File: config.mk
export PLATFORM = sky130hd
export DESIGN_NAME = sdspi_multislot
export DESIGN_NICKNAME = d
export VERILOG_FILES = /design/src/hdl/sdspi_pkg.sv /design/src/hdl/sdspi_multislot.sv /design/src/hdl/resp_serializer.sv /design/src/hdl/card_slot.sv /design/src/hdl/cmd_frame_rx.sv
export SDC_FILE = /design/constraint.sdc
export NUM_CORES = 1
export LEC_CHECK = 0
export ABC_CLOCK_PERIOD_IN_PS = 7500
export BUFFER_PORTS_ARGS = -buffer_cell sky130_fd_sc_hd__buf_2
export CORE_ASPECT_RATIO = 0.8
export CORE_MARGIN = 4
export CORE_UTILIZATION = 67
export CTS_BUF_LIST = sky130_fd_sc_hd__clkbuf_4 sky130_fd_sc_hd__clkbuf_8 sky130_fd_sc_hd__clkbuf_16
export DETAILED_ROUTE_END_ITERATION = 10
export GPL_ROUTABILITY_DRIVEN = 0
export PLACE_DENSITY = 0.84
export SYNTH_ARGS = -nofsm -noshare
export SYNTH_HDL_FRONTEND = slang
export SYNTH_SLANG_ARGS = --single-unit
File: constraint.sdc
create_clock -name sck -period 7.5 [get_ports sck]
set_input_delay 2.25 -clock sck [delete_from_list [all_inputs] [get_ports sck]]
set_output_delay 2.25 -clock sck [all_outputs]
set_load 0.005 [all_outputs]
File: src/hdl/sdspi_pkg.sv
package sdspi_pkg;

  // Command indices known to the responder
  typedef enum logic [5:0] {
    CMD0  = 6'd0,
    CMD8  = 6'd8,
    CMD17 = 6'd17,
    CMD24 = 6'd24,
    CMD41 = 6'd41,
    CMD55 = 6'd55,
    CMD58 = 6'd58
  } cmd_index_e;

  // R1 flag positions
  localparam int R1_IDLE    = 0;
  localparam int R1_ILLEGAL = 2;
  localparam int R1_CRC_ERR = 3;

  typedef struct packed {
    logic [19:0] reserved;
    logic [3:0]  vhs;
    logic [7:0]  pattern;
  } cmd8_arg_t;

  typedef struct packed {
    logic        reserved_hi;
    logic        hcs;
    logic [29:0] reserved_lo;
  } acmd41_arg_t;

  // Same argument word, decoded per command
  typedef union packed {
    logic [31:0] raw;
    cmd8_arg_t   cmd8;
    acmd41_arg_t acmd41;
  } cmd_arg_u;

  typedef struct packed {
    logic [5:0] index;
    cmd_arg_u   arg;
    logic       frame_ok;
  } cmd_frame_t;

  // First response byte sits in data[39:32]
  typedef struct packed {
    logic [39:0] data;
    logic        is_long;
  } resp_t;

  // CRC7 with x^7 + x^3 + 1 over the leading 40 frame bits
  function automatic logic [6:0] crc7(input logic [39:0] bits);
    logic [6:0] crc;
    logic       fb;
    crc = '0;
    for (int i = 39; i >= 0; i--) begin
      fb       = crc[6] ^ bits[i];
      crc[6:4] = crc[5:3];
      crc[3]   = crc[2] ^ fb;
      crc[2:1] = crc[1:0];
      crc[0]   = fb;
    end
    return crc;
  endfunction

endpackage
File: src/hdl/sdspi_multislot.sv
`timescale 1ns/1ps

module sdspi_multislot #(
  parameter int N_SLOTS    = 4,
  parameter int INIT_POLLS = 2
) (
  input  logic               sck,
  input  logic               arst_n,
  input  logic [N_SLOTS-1:0] cs_n,
  input  logic               mosi,
  output logic               miso,
  output logic [N_SLOTS-1:0] cmd_error
);

  sdspi_pkg::cmd_frame_t           frame;
  logic [N_SLOTS-1:0]              frame_hit;
  logic [N_SLOTS-1:0]              resp_valid;
  sdspi_pkg::resp_t [N_SLOTS-1:0]  resp;

  cmd_frame_rx #(
    .N_SLOTS (N_SLOTS)
  ) u_rx (
    .sck       (sck),
    .arst_n    (arst_n),
    .cs_n      (cs_n),
    .mosi      (mosi),
    .frame     (frame),
    .frame_hit (frame_hit)
  );

  for (genvar i = 0; i < N_SLOTS; i++) begin : g_slot
    card_slot #(
      .INIT_POLLS (INIT_POLLS)
    ) u_slot (
      .sck        (sck),
      .arst_n     (arst_n),
      .frame      (frame),
      .hit        (frame_hit[i]),
      .resp_valid (resp_valid[i]),
      .resp       (resp[i]),
      .cmd_error  (cmd_error[i])
    );
  end

  resp_serializer #(
    .N_SLOTS (N_SLOTS)
  ) u_ser (
    .sck        (sck),
    .arst_n     (arst_n),
    .resp_valid (resp_valid),
    .resp       (resp),
    .miso       (miso)
  );

endmodule

File: src/hdl/resp_serializer.sv
`timescale 1ns/1ps

module resp_serializer #(
  parameter int N_SLOTS = 4
) (
  input  logic                            sck,
  input  logic                            arst_n,
  input  logic [N_SLOTS-1:0]              resp_valid,
  input  sdspi_pkg::resp_t [N_SLOTS-1:0]  resp,
  output logic                            miso
);

  sdspi_pkg::resp_t sel;
  logic             load;
  logic [39:0]      shreg;
  logic [5:0]       bit_cnt;

  assign load = |resp_valid;

  // At most one slot answers per cycle
  always_comb begin
    sel = resp[0];
    for (int i = 1; i < N_SLOTS; i++) begin
      if (resp_valid[i]) begin
        sel = resp[i];
      end
    end
  end

  always_ff @(posedge sck or negedge arst_n) begin
    if (!arst_n) begin
      bit_cnt <= '0;
    end else if (load) begin
      bit_cnt <= sel.is_long ? 6'd40 : 6'd8;
    end else if (bit_cnt != '0) begin
      bit_cnt <= bit_cnt - 6'd1;
    end
  end

  always_ff @(posedge sck) begin
    if (load) begin
      shreg <= sel.data;
    end else begin
      shreg <= {shreg[38:0], 1'b1};
    end
  end

  // Line rests high with nothing left to send
  assign miso = (bit_cnt != '0) ? shreg[39] : 1'b1;

endmodule

File: src/hdl/card_slot.sv
`timescale 1ns/1ps

module card_slot #(
  parameter int INIT_POLLS = 2
) (
  input  logic                  sck,
  input  logic                  arst_n,
  input  sdspi_pkg::cmd_frame_t frame,
  input  logic                  hit,
  output logic                  resp_valid,
  output sdspi_pkg::resp_t      resp,
  output logic                  cmd_error
);

  localparam int PW = (INIT_POLLS > 0) ? $clog2(INIT_POLLS + 1) : 1;

  // Voltage window reported in the OCR
  localparam logic [31:0] OCR_VDD = 32'h0030_0000;

  logic          idle;
  logic          app_cmd;
  logic [PW-1:0] poll_cnt;
  logic          hcs;

  logic          idle_d;
  logic          app_cmd_d;
  logic [PW-1:0] poll_cnt_d;
  logic          hcs_d;
  logic          err_d;
  logic          illegal;
  logic          long_d;
  logic [7:0]    r1;
  logic [31:0]   tail;

  always_comb begin
    idle_d     = idle;
    app_cmd_d  = app_cmd;
    poll_cnt_d = poll_cnt;
    hcs_d      = hcs;
    err_d      = cmd_error;
    illegal    = 1'b0;
    long_d     = 1'b0;
    tail       = '0;
    r1         = '0;

    // A bad frame is only reported and changes no state
    if (frame.frame_ok) begin
      app_cmd_d = 1'b0;
      case (frame.index)
        sdspi_pkg::CMD0: begin
          idle_d     = 1'b1;
          poll_cnt_d = '0;
          err_d      = 1'b0;
        end
        sdspi_pkg::CMD8: begin
          long_d = 1'b1;
          tail   = {16'h0000, 4'h0, frame.arg.cmd8.vhs, frame.arg.cmd8.pattern};
        end
        sdspi_pkg::CMD55: begin
          app_cmd_d = 1'b1;
        end
        sdspi_pkg::CMD41: begin
          if (app_cmd) begin
            hcs_d = frame.arg.acmd41.hcs;
            if (poll_cnt != PW'(INIT_POLLS)) begin
              poll_cnt_d = poll_cnt + 1'b1;
            end
            if (poll_cnt_d == PW'(INIT_POLLS)) begin
              idle_d = 1'b0;
            end
          end else begin
            illegal = 1'b1;
          end
        end
        sdspi_pkg::CMD58: begin
          long_d = 1'b1;
          tail   = OCR_VDD | {~idle, hcs, 30'h0};
        end
        default: illegal = 1'b1;
      endcase
      if (illegal) begin
        err_d = 1'b1;
      end
    end

    r1[sdspi_pkg::R1_IDLE]    = idle_d;
    r1[sdspi_pkg::R1_ILLEGAL] = illegal;
    r1[sdspi_pkg::R1_CRC_ERR] = !frame.frame_ok;
  end

  always_ff @(posedge sck or negedge arst_n) begin
    if (!arst_n) begin
      idle       <= 1'b1;
      app_cmd    <= 1'b0;
      poll_cnt   <= '0;
      hcs        <= 1'b0;
      cmd_error  <= 1'b0;
      resp_valid <= 1'b0;
    end else begin
      resp_valid <= hit;
      if (hit) begin
        idle      <= idle_d;
        app_cmd   <= app_cmd_d;
        poll_cnt  <= poll_cnt_d;
        hcs       <= hcs_d;
        cmd_error <= err_d;
      end
    end
  end

  always_ff @(posedge sck) begin
    if (hit) begin
      resp.data    <= {r1, tail};
      resp.is_long <= long_d;
    end
  end

endmodule

File: src/hdl/cmd_frame_rx.sv
`timescale 1ns/1ps

module cmd_frame_rx #(
  parameter int N_SLOTS = 4
) (
  input  logic                   sck,
  input  logic                   arst_n,
  input  logic [N_SLOTS-1:0]     cs_n,
  input  logic                   mosi,
  output sdspi_pkg::cmd_frame_t  frame,
  output logic [N_SLOTS-1:0]     frame_hit
);

  typedef enum logic [1:0] {
    HUNT,
    START,
    RECV
  } rx_state_e;

  rx_state_e          state;
  logic [5:0]         bit_cnt;
  logic [47:0]        shreg;
  logic [N_SLOTS-1:0] slot;
  logic [47:0]        full;
  logic               one_sel;
  logic               slot_lost;
  logic               done;

  // Frame as it stands including the bit sampled on this edge
  assign full      = {shreg[46:0], mosi};
  assign one_sel   = $onehot(~cs_n);
  assign slot_lost = |(cs_n & slot);
  assign done      = (state == RECV) && (bit_cnt == 6'd1) && !slot_lost;

  always_ff @(posedge sck) begin
    shreg <= full;
  end

  always_ff @(posedge sck or negedge arst_n) begin
    if (!arst_n) begin
      state     <= HUNT;
      bit_cnt   <= '0;
      slot      <= '0;
      frame_hit <= '0;
    end else begin
      frame_hit <= '0;
      case (state)
        HUNT: begin
          if (!mosi && one_sel) begin
            state <= START;
            slot  <= ~cs_n;
          end
        end
        START: begin
          if (slot_lost) begin
            state <= HUNT;
          end else if (mosi) begin
            // Transmission bit seen and 46 bits still to come
            state   <= RECV;
            bit_cnt <= 6'd46;
          end else if (!one_sel) begin
            state <= HUNT;
          end
        end
        RECV: begin
          if (slot_lost) begin
            state <= HUNT;
          end else if (done) begin
            state     <= HUNT;
            frame_hit <= slot;
          end else begin
            bit_cnt <= bit_cnt - 6'd1;
          end
        end
        default: state <= HUNT;
      endcase
    end
  end

  always_ff @(posedge sck) begin
    if (done) begin
      frame.index    <= full[45:40];
      frame.arg.raw  <= full[39:8];
      frame.frame_ok <= (sdspi_pkg::crc7(full[47:8]) == full[7:1]) && full[0];
    end
  end

endmodule

# == After elaboration in Yosys (flattened, before gate mapping) ==
# Index checks and enable logic that the tools add are counted.
# word_totals
ff_bits,319
input_bits,7
out_inout_bits,5
word_cells,290
# classes
add_sub_neg,9
eq_ne,28
muxes,87
n_bitwise,79
reduce_logical,40
# op_table
operator,n
32-bit case mux with 2 select lines,4
41-bit two-way mux,2
1-bit bitwise XOR,73
2-bit two-way mux,26
6-bit two-way mux,7
40-bit two-way mux,1
37-bit two-way mux,1
4-bit AND reduction,8
1-bit two-way mux,29
6-bit equality test (second input constant),3
2-bit != test (second input constant),8
1-bit case mux with 2 select lines,8
2-bit case mux with 2 select lines,4
3-bit AND reduction,5
2-bit nonzero test,7
4-bit two-way mux,3
6-bit case mux with 2 select lines,1
4-bit OR reduction,3
6-bit by 1-bit subtractor with 6-bit output (second input constant),2
2-bit equality test (second input constant),5
2-bit by 1-bit != test with 1-bit output (second input constant),5
2-bit AND reduction,5
2-bit by 1-bit adder with 2-bit output (second input constant),4
7-bit equality test,1
19 further kinds,28

# == Logic depth before layout (Yosys ltp) ==
# depth
word_depth,21
depth_mapped,9
depth_no_buf,9

# == Modules after synthesis ==
# From an unflattened synthesis, not the netlist that was laid out.
# hier_totals
cells_unflattened,988
area_unflattened_um2,11765.0
# by_module_without_submodules
module,instances,cells_per_inst,area_each_um2
card_slot,4,100,1267.5
cmd_frame_rx,1,233,3824.9
resp_serializer,1,355,2870.3

# == Least setup slack after synthesis ==
# No wires, ideal clock.
# synth_path
path_kind,input to register
from,in cs_n[2]
to,reg u_rx.slot[0]
setup_time_ps,77
t_arrival_ps,3996
slack_ps,3427
stages,9
path_buffers,0
cell_sequence,inv_1 ha_1 ha_1 fa_1 nor4b_1 nand2_1 nor2_1 nor2_1 a21oi_1
# synth_via
elab_chain_len,6
# synth_rtl
item,line,source
"start, declared",sdspi_multislot.sv:9,"input logic [N_SLOTS-1:0] cs_n,"
4-bit inverter,cmd_frame_rx.sv:31,assign one_sel = $onehot(~cs_n);
1-bit by 1-bit adder with 2-bit output (implied by the code),cmd_frame_rx.sv:31,
3-bit adder (implied by the code),cmd_frame_rx.sv:31,
3-bit by 1-bit equality test with 1-bit output,cmd_frame_rx.sv:31,
1-bit logical AND,cmd_frame_rx.sv:49,if (!mosi && one_sel) begin
2-bit AND reduction (no line),-,
"end signal, assigned",cmd_frame_rx.sv:51,slot <= ~cs_n;
"end, declared",cmd_frame_rx.sv:23,logic [N_SLOTS-1:0] slot;
# Every way passes these cells.
# A chain may end at the register's enable or synchronous reset.

# == Worst setup path in the final report ==
# layout_path
from,in cs_n[2]
to,reg u_rx.slot[2]
# layout_via
elab_chain_len,6
# layout_rtl
item,line
4-bit inverter (*),"cmd_frame_rx.sv:31, cmd_frame_rx.sv:51"
1-bit by 1-bit adder with 2-bit output (implied by the code),cmd_frame_rx.sv:31
3-bit adder (implied by the code),cmd_frame_rx.sv:31
3-bit by 1-bit equality test with 1-bit output,cmd_frame_rx.sv:31
1-bit logical AND,cmd_frame_rx.sv:49
2-bit AND reduction (no line),-
# Mark *: on every way between the ends. The rest lies on a longest branch, timed or not.

==> summary.txt <==
Critical path
  • RR Endpoint: u_rx.frame[0]$_DFFE_PP_
  • End of the critical path: u_rx.slot[2]$_DFFE_PN0P_
  • Worst reg2reg startpoint: u_rx.shreg[43]$_DFF_P_
  • Crit path max-delay cell type: fa_1
  • Number of cells on the critical path: 10
  • Crit start category: input pin
  • Delay-heaviest family, CP: simple AND/OR/NAND/NOR gates
  • CP Launch Point: cs_n[2]
  • Critical path class: in -> reg
  • R2r setup slk: 4.17 ns
  • Worst EP arrival: 4.44 ns
  • Critical Path Sink Type: register
  • Reg2Reg Depth: 8
  • Worst path cell trace: buf_2, inv_1, ha_1, ha_1, fa_1, nor4b_1, nand2_1, nor2_1, nor2_1, a21oi_1
  • CP required: 7.92 ns
  • CP Buf/Inv Count: 2
  • Max FO, Critical Path: 8
  • CP max stage delay: 0.44 ns

CTS
  • CTS Sinks: 233
  • Post-CTS Setup Repair Bufs: 0
  • Latest clock arrival within the worst-skew pair: 0.50 ns
  • Post-CTS sizing: 0
  • Num CTS Buffers: 22
  • # H-tree levels: 1
  • Root Driver: clkbuf_16
  • Cts hold-fix bufs: 0
  • CTS max path bufs: 3
  • Worst-path clk slew: 0.06 ns
  • CTS tree: built

Timing
  • Fin crit share: 53.64%
  • Max-slew headroom: 17.72%
  • Final Max Tran Viols: 0
  • Final Hold Viols: 0
  • Max frequency: 0.2486 GHz
  • Final setup fails: 0
  • RSZ-0062 raised after global routing: no
  • Final WS setup: 3.477 ns
  • Worst clock skew: 0.01508 ns
  • Worst slew pin tran: 1.234 ns
  • Setup TNS: 0 ns
  • Post-route minimum period: 4.023 ns

Global routing
  • Largest net degree at the start of global routing: 51
  • GR peak layer: met2
  • Grt met1 use: 30.19%
  • Number of global-route vias before repair: 5573
  • Global-route wire length before repair: 27.78 mm
  • All-layer global routing usage: 22.59%
  • Met3 usage: 4.020%
  • Initial antenna violation count: 0
  • Met2 Use GR: 37.71%
  • Remaining global-route overflow: 0

Run
  • Total of max-cap violations: 0

Die
  • Chip Height: 111.9 um
  • Starting density of the core: 69.26%
  • Die area: 15430 um2
  • I/O pin count: 12
  • Std cell rows: 37
  • Core area: 13060 um2
  • Die X: 137.9 um

Drt
  • Iteration-0 DRC Markers: 586
  • DRC Markers: 0
  • Via Count: 5349
  • Avg WL per Cell: 17.64 um
  • TritonRoute pass-1 iters: 8
  • Vias/cell: 5.733
  • DRT Wirelength: 16.46 mm
  • Post-route antenna net violation count: 0

Status
  • Outcome: finished clean

Finish
  • Nets: 761
  • Area grow syn2layout: 11.01%
  • Final Cell Area: 10040 um2
  • Share of post-route cells with drive strength above 1: 10.55%
  • Final non-filler cell total: 933
  • Fillers: 754
  • FF/Latch Area: 5881 um2
  • Leading cell type in the layout, fill and taps excluded: edfxtp_1
  • Area of the multi-input gates: 2968 um2
  • Ant diodes: 0
  • Commonest non-fill, non-tap cells in the layout: edfxtp_1 (96), dfxtp_1 (87), nor2_1 (65)

Synthesis
  • Yosys top cell area share: 31.88%
  • Synth area leader: edfxtp_1
  • Mapped cell area: 9042 um2
  • Post-synthesis cell count: 727
  • Sequential fraction of the synthesis area: 65.03%
  • Yosys Warn Count: 0
  • Syn Nets: 746
  • #FFs+latches synth: 233
  • Yosys cell types: 50
  • EDFF count, synth: 96
  • Most common flop cell mapped by yosys: edfxtp_1
  • Synth area leaders: edfxtp_1 (32%), dfxtp_1 (19%), dfrtp_1 (13%)
  • FFs w/ async S/R, synth: 21.46%
  • Synth Area per Inst: 12.44 um2

Min path
  • Hold depth: 0
  • Hold crit path type: reg -> reg

Placed design
  • Port Buffer Count: 11
  • Detail Placement HPWL: 9.941 mm
  • Dpl cell area: 9254 um2
  • Cells after DPL: 893
  • DP Worst Slack: 3.023 ns

Power
  • Sw frac: 25.47%
  • Max VDD drop: 221.2 uV
  • P_sw: 0.0008176 W
  • Logic pwr share: 19.5%
  • Power Dens Cells: 319.8 nW/um2
  • Int Pwr: 0.002393 W
  • P_leak: 4.112 nW
  • Flop pwr share: 44.1%
  • Clock share of power: 36.3%
-- stage by stage --
| stage | utilization (%) | hold WS, ns | total power, W |
|---|---|---|---|
| after floorplan | - | 0.3308 | 0.001959 |
| final | 76.89 | 0.3621 | 0.003210 |
| after CTS | 76.89 | 0.3640 | 0.003222 |
| after global placement | 70.88 | 0.3388 | 0.002024 |
| after global routing | 76.89 | 0.3667 | 0.003343 |
| after detailed placement | 70.88 | 0.3547 | 0.002053 |
-- worst register-to-register path, stage by stage (launching register included) --
cell and delay, ns:
dfxtp_1 0.35, xnor2_1 0.40, xnor2_1 0.22, xor3_2 0.33, xnor2_1 0.38, xnor3_2 0.55
xnor2_2 0.16, or3_1 0.40, a2111oi_4 0.35
-- cells in the mapped netlist (3+ instances only) --
master and instances:
edfxtp_1 96, dfxtp_1 87, nor2_1 65, nand2_1 62, dfrtp_1 46, xnor2_1 46
and2_1 44, a21oi_1 41, o21ai_0 41, inv_1 22, xor2_1 19, clkbuf_1 18
mux2i_1 18, nand3_1 14, ha_1 11, o22ai_1 10, a22o_1 7, mux2_2 7
nor3_1 7, xnor3_1 7, nand4_1 5, a31oi_1 4, buf_4 4, dfstp_2 4
xnor2_2 4, buf_1 3, nand2b_1 3, nor4b_1 3, o21a_1 3, or2_2 3
-- per-layer routing --
| layer | vias to the layer above | wire length (um) |
|---|---|---|
| met5 | - | 0 |
| met4 | 0 | 345 |
| met3 | 39 | 989 |
| met2 | 183 | 8215 |
| met1 | 2581 | 6907 |
| li1 | 2546 | - |
-- power by group through the flow --
stage          combinational, W  sequential (W)  clock, W
6_report               0.000627         0.00142   0.00117
4_1_cts                0.000627         0.00142   0.00118
5_1_grt                0.000678         0.00142   0.00124
3_5_place_dp           0.000611         0.00144         0
2_1_floorplan          0.000531         0.00143         0
3_3_place_gp           0.000586         0.00144         0
-- how the worst min path moves through the flow --
stage / startpoint / end
after floorplan: u_rx.shreg[2]$_DFF_P_ / u_rx.shreg[3]$_DFF_P_
after global placement: u_rx.shreg[2]$_DFF_P_ / u_rx.shreg[3]$_DFF_P_
after detailed placement: u_rx.shreg[3]$_DFF_P_ / u_rx.shreg[4]$_DFF_P_
after CTS: u_rx.shreg[33]$_DFF_P_ / u_rx.shreg[34]$_DFF_P_
after global routing: u_rx.shreg[6]$_DFF_P_ / u_rx.shreg[7]$_DFF_P_
final: u_rx.shreg[33]$_DFF_P_ / u_rx.shreg[34]$_DFF_P_
-- registers in the layout, indices dropped and copies added (netlist names) --
name and cells:
g_slot.u_slot.idle 4, u_ser.shreg 40, g_slot.u_slot.resp 76, g_slot.u_slot.poll_cnt 8, u_rx.frame_hit 4, g_slot.u_slot.app_cmd 4
u_rx.state 2, u_rx.frame 20, u_rx.shreg 47, u_ser.bit_cnt 6, u_rx.slot 4, g_slot.u_slot.hcs 4
g_slot.u_slot.cmd_error 4, u_rx.bit_cnt 6, g_slot.u_slot.resp_valid 4
-- cell type report --
class	instances	share of cell area, %
timing repair buffer	17	0.9971
clock buffer	27	6.282
sequential	233	58.58
inverter	23	0.8600
clock inverter	13	1.533
multi-input combinational	445	29.56
tap	175	2.181
-- cell families after synthesis --
family / synth area share (%)
flops: 65.03
mux: 2.864
fa+ha+maj: 1.743
buf+inv: 2.214
xor+xnor: 9.298
simple gates: 11.43
compound gates: 7.417
Power figures use the tool's default switching activity.
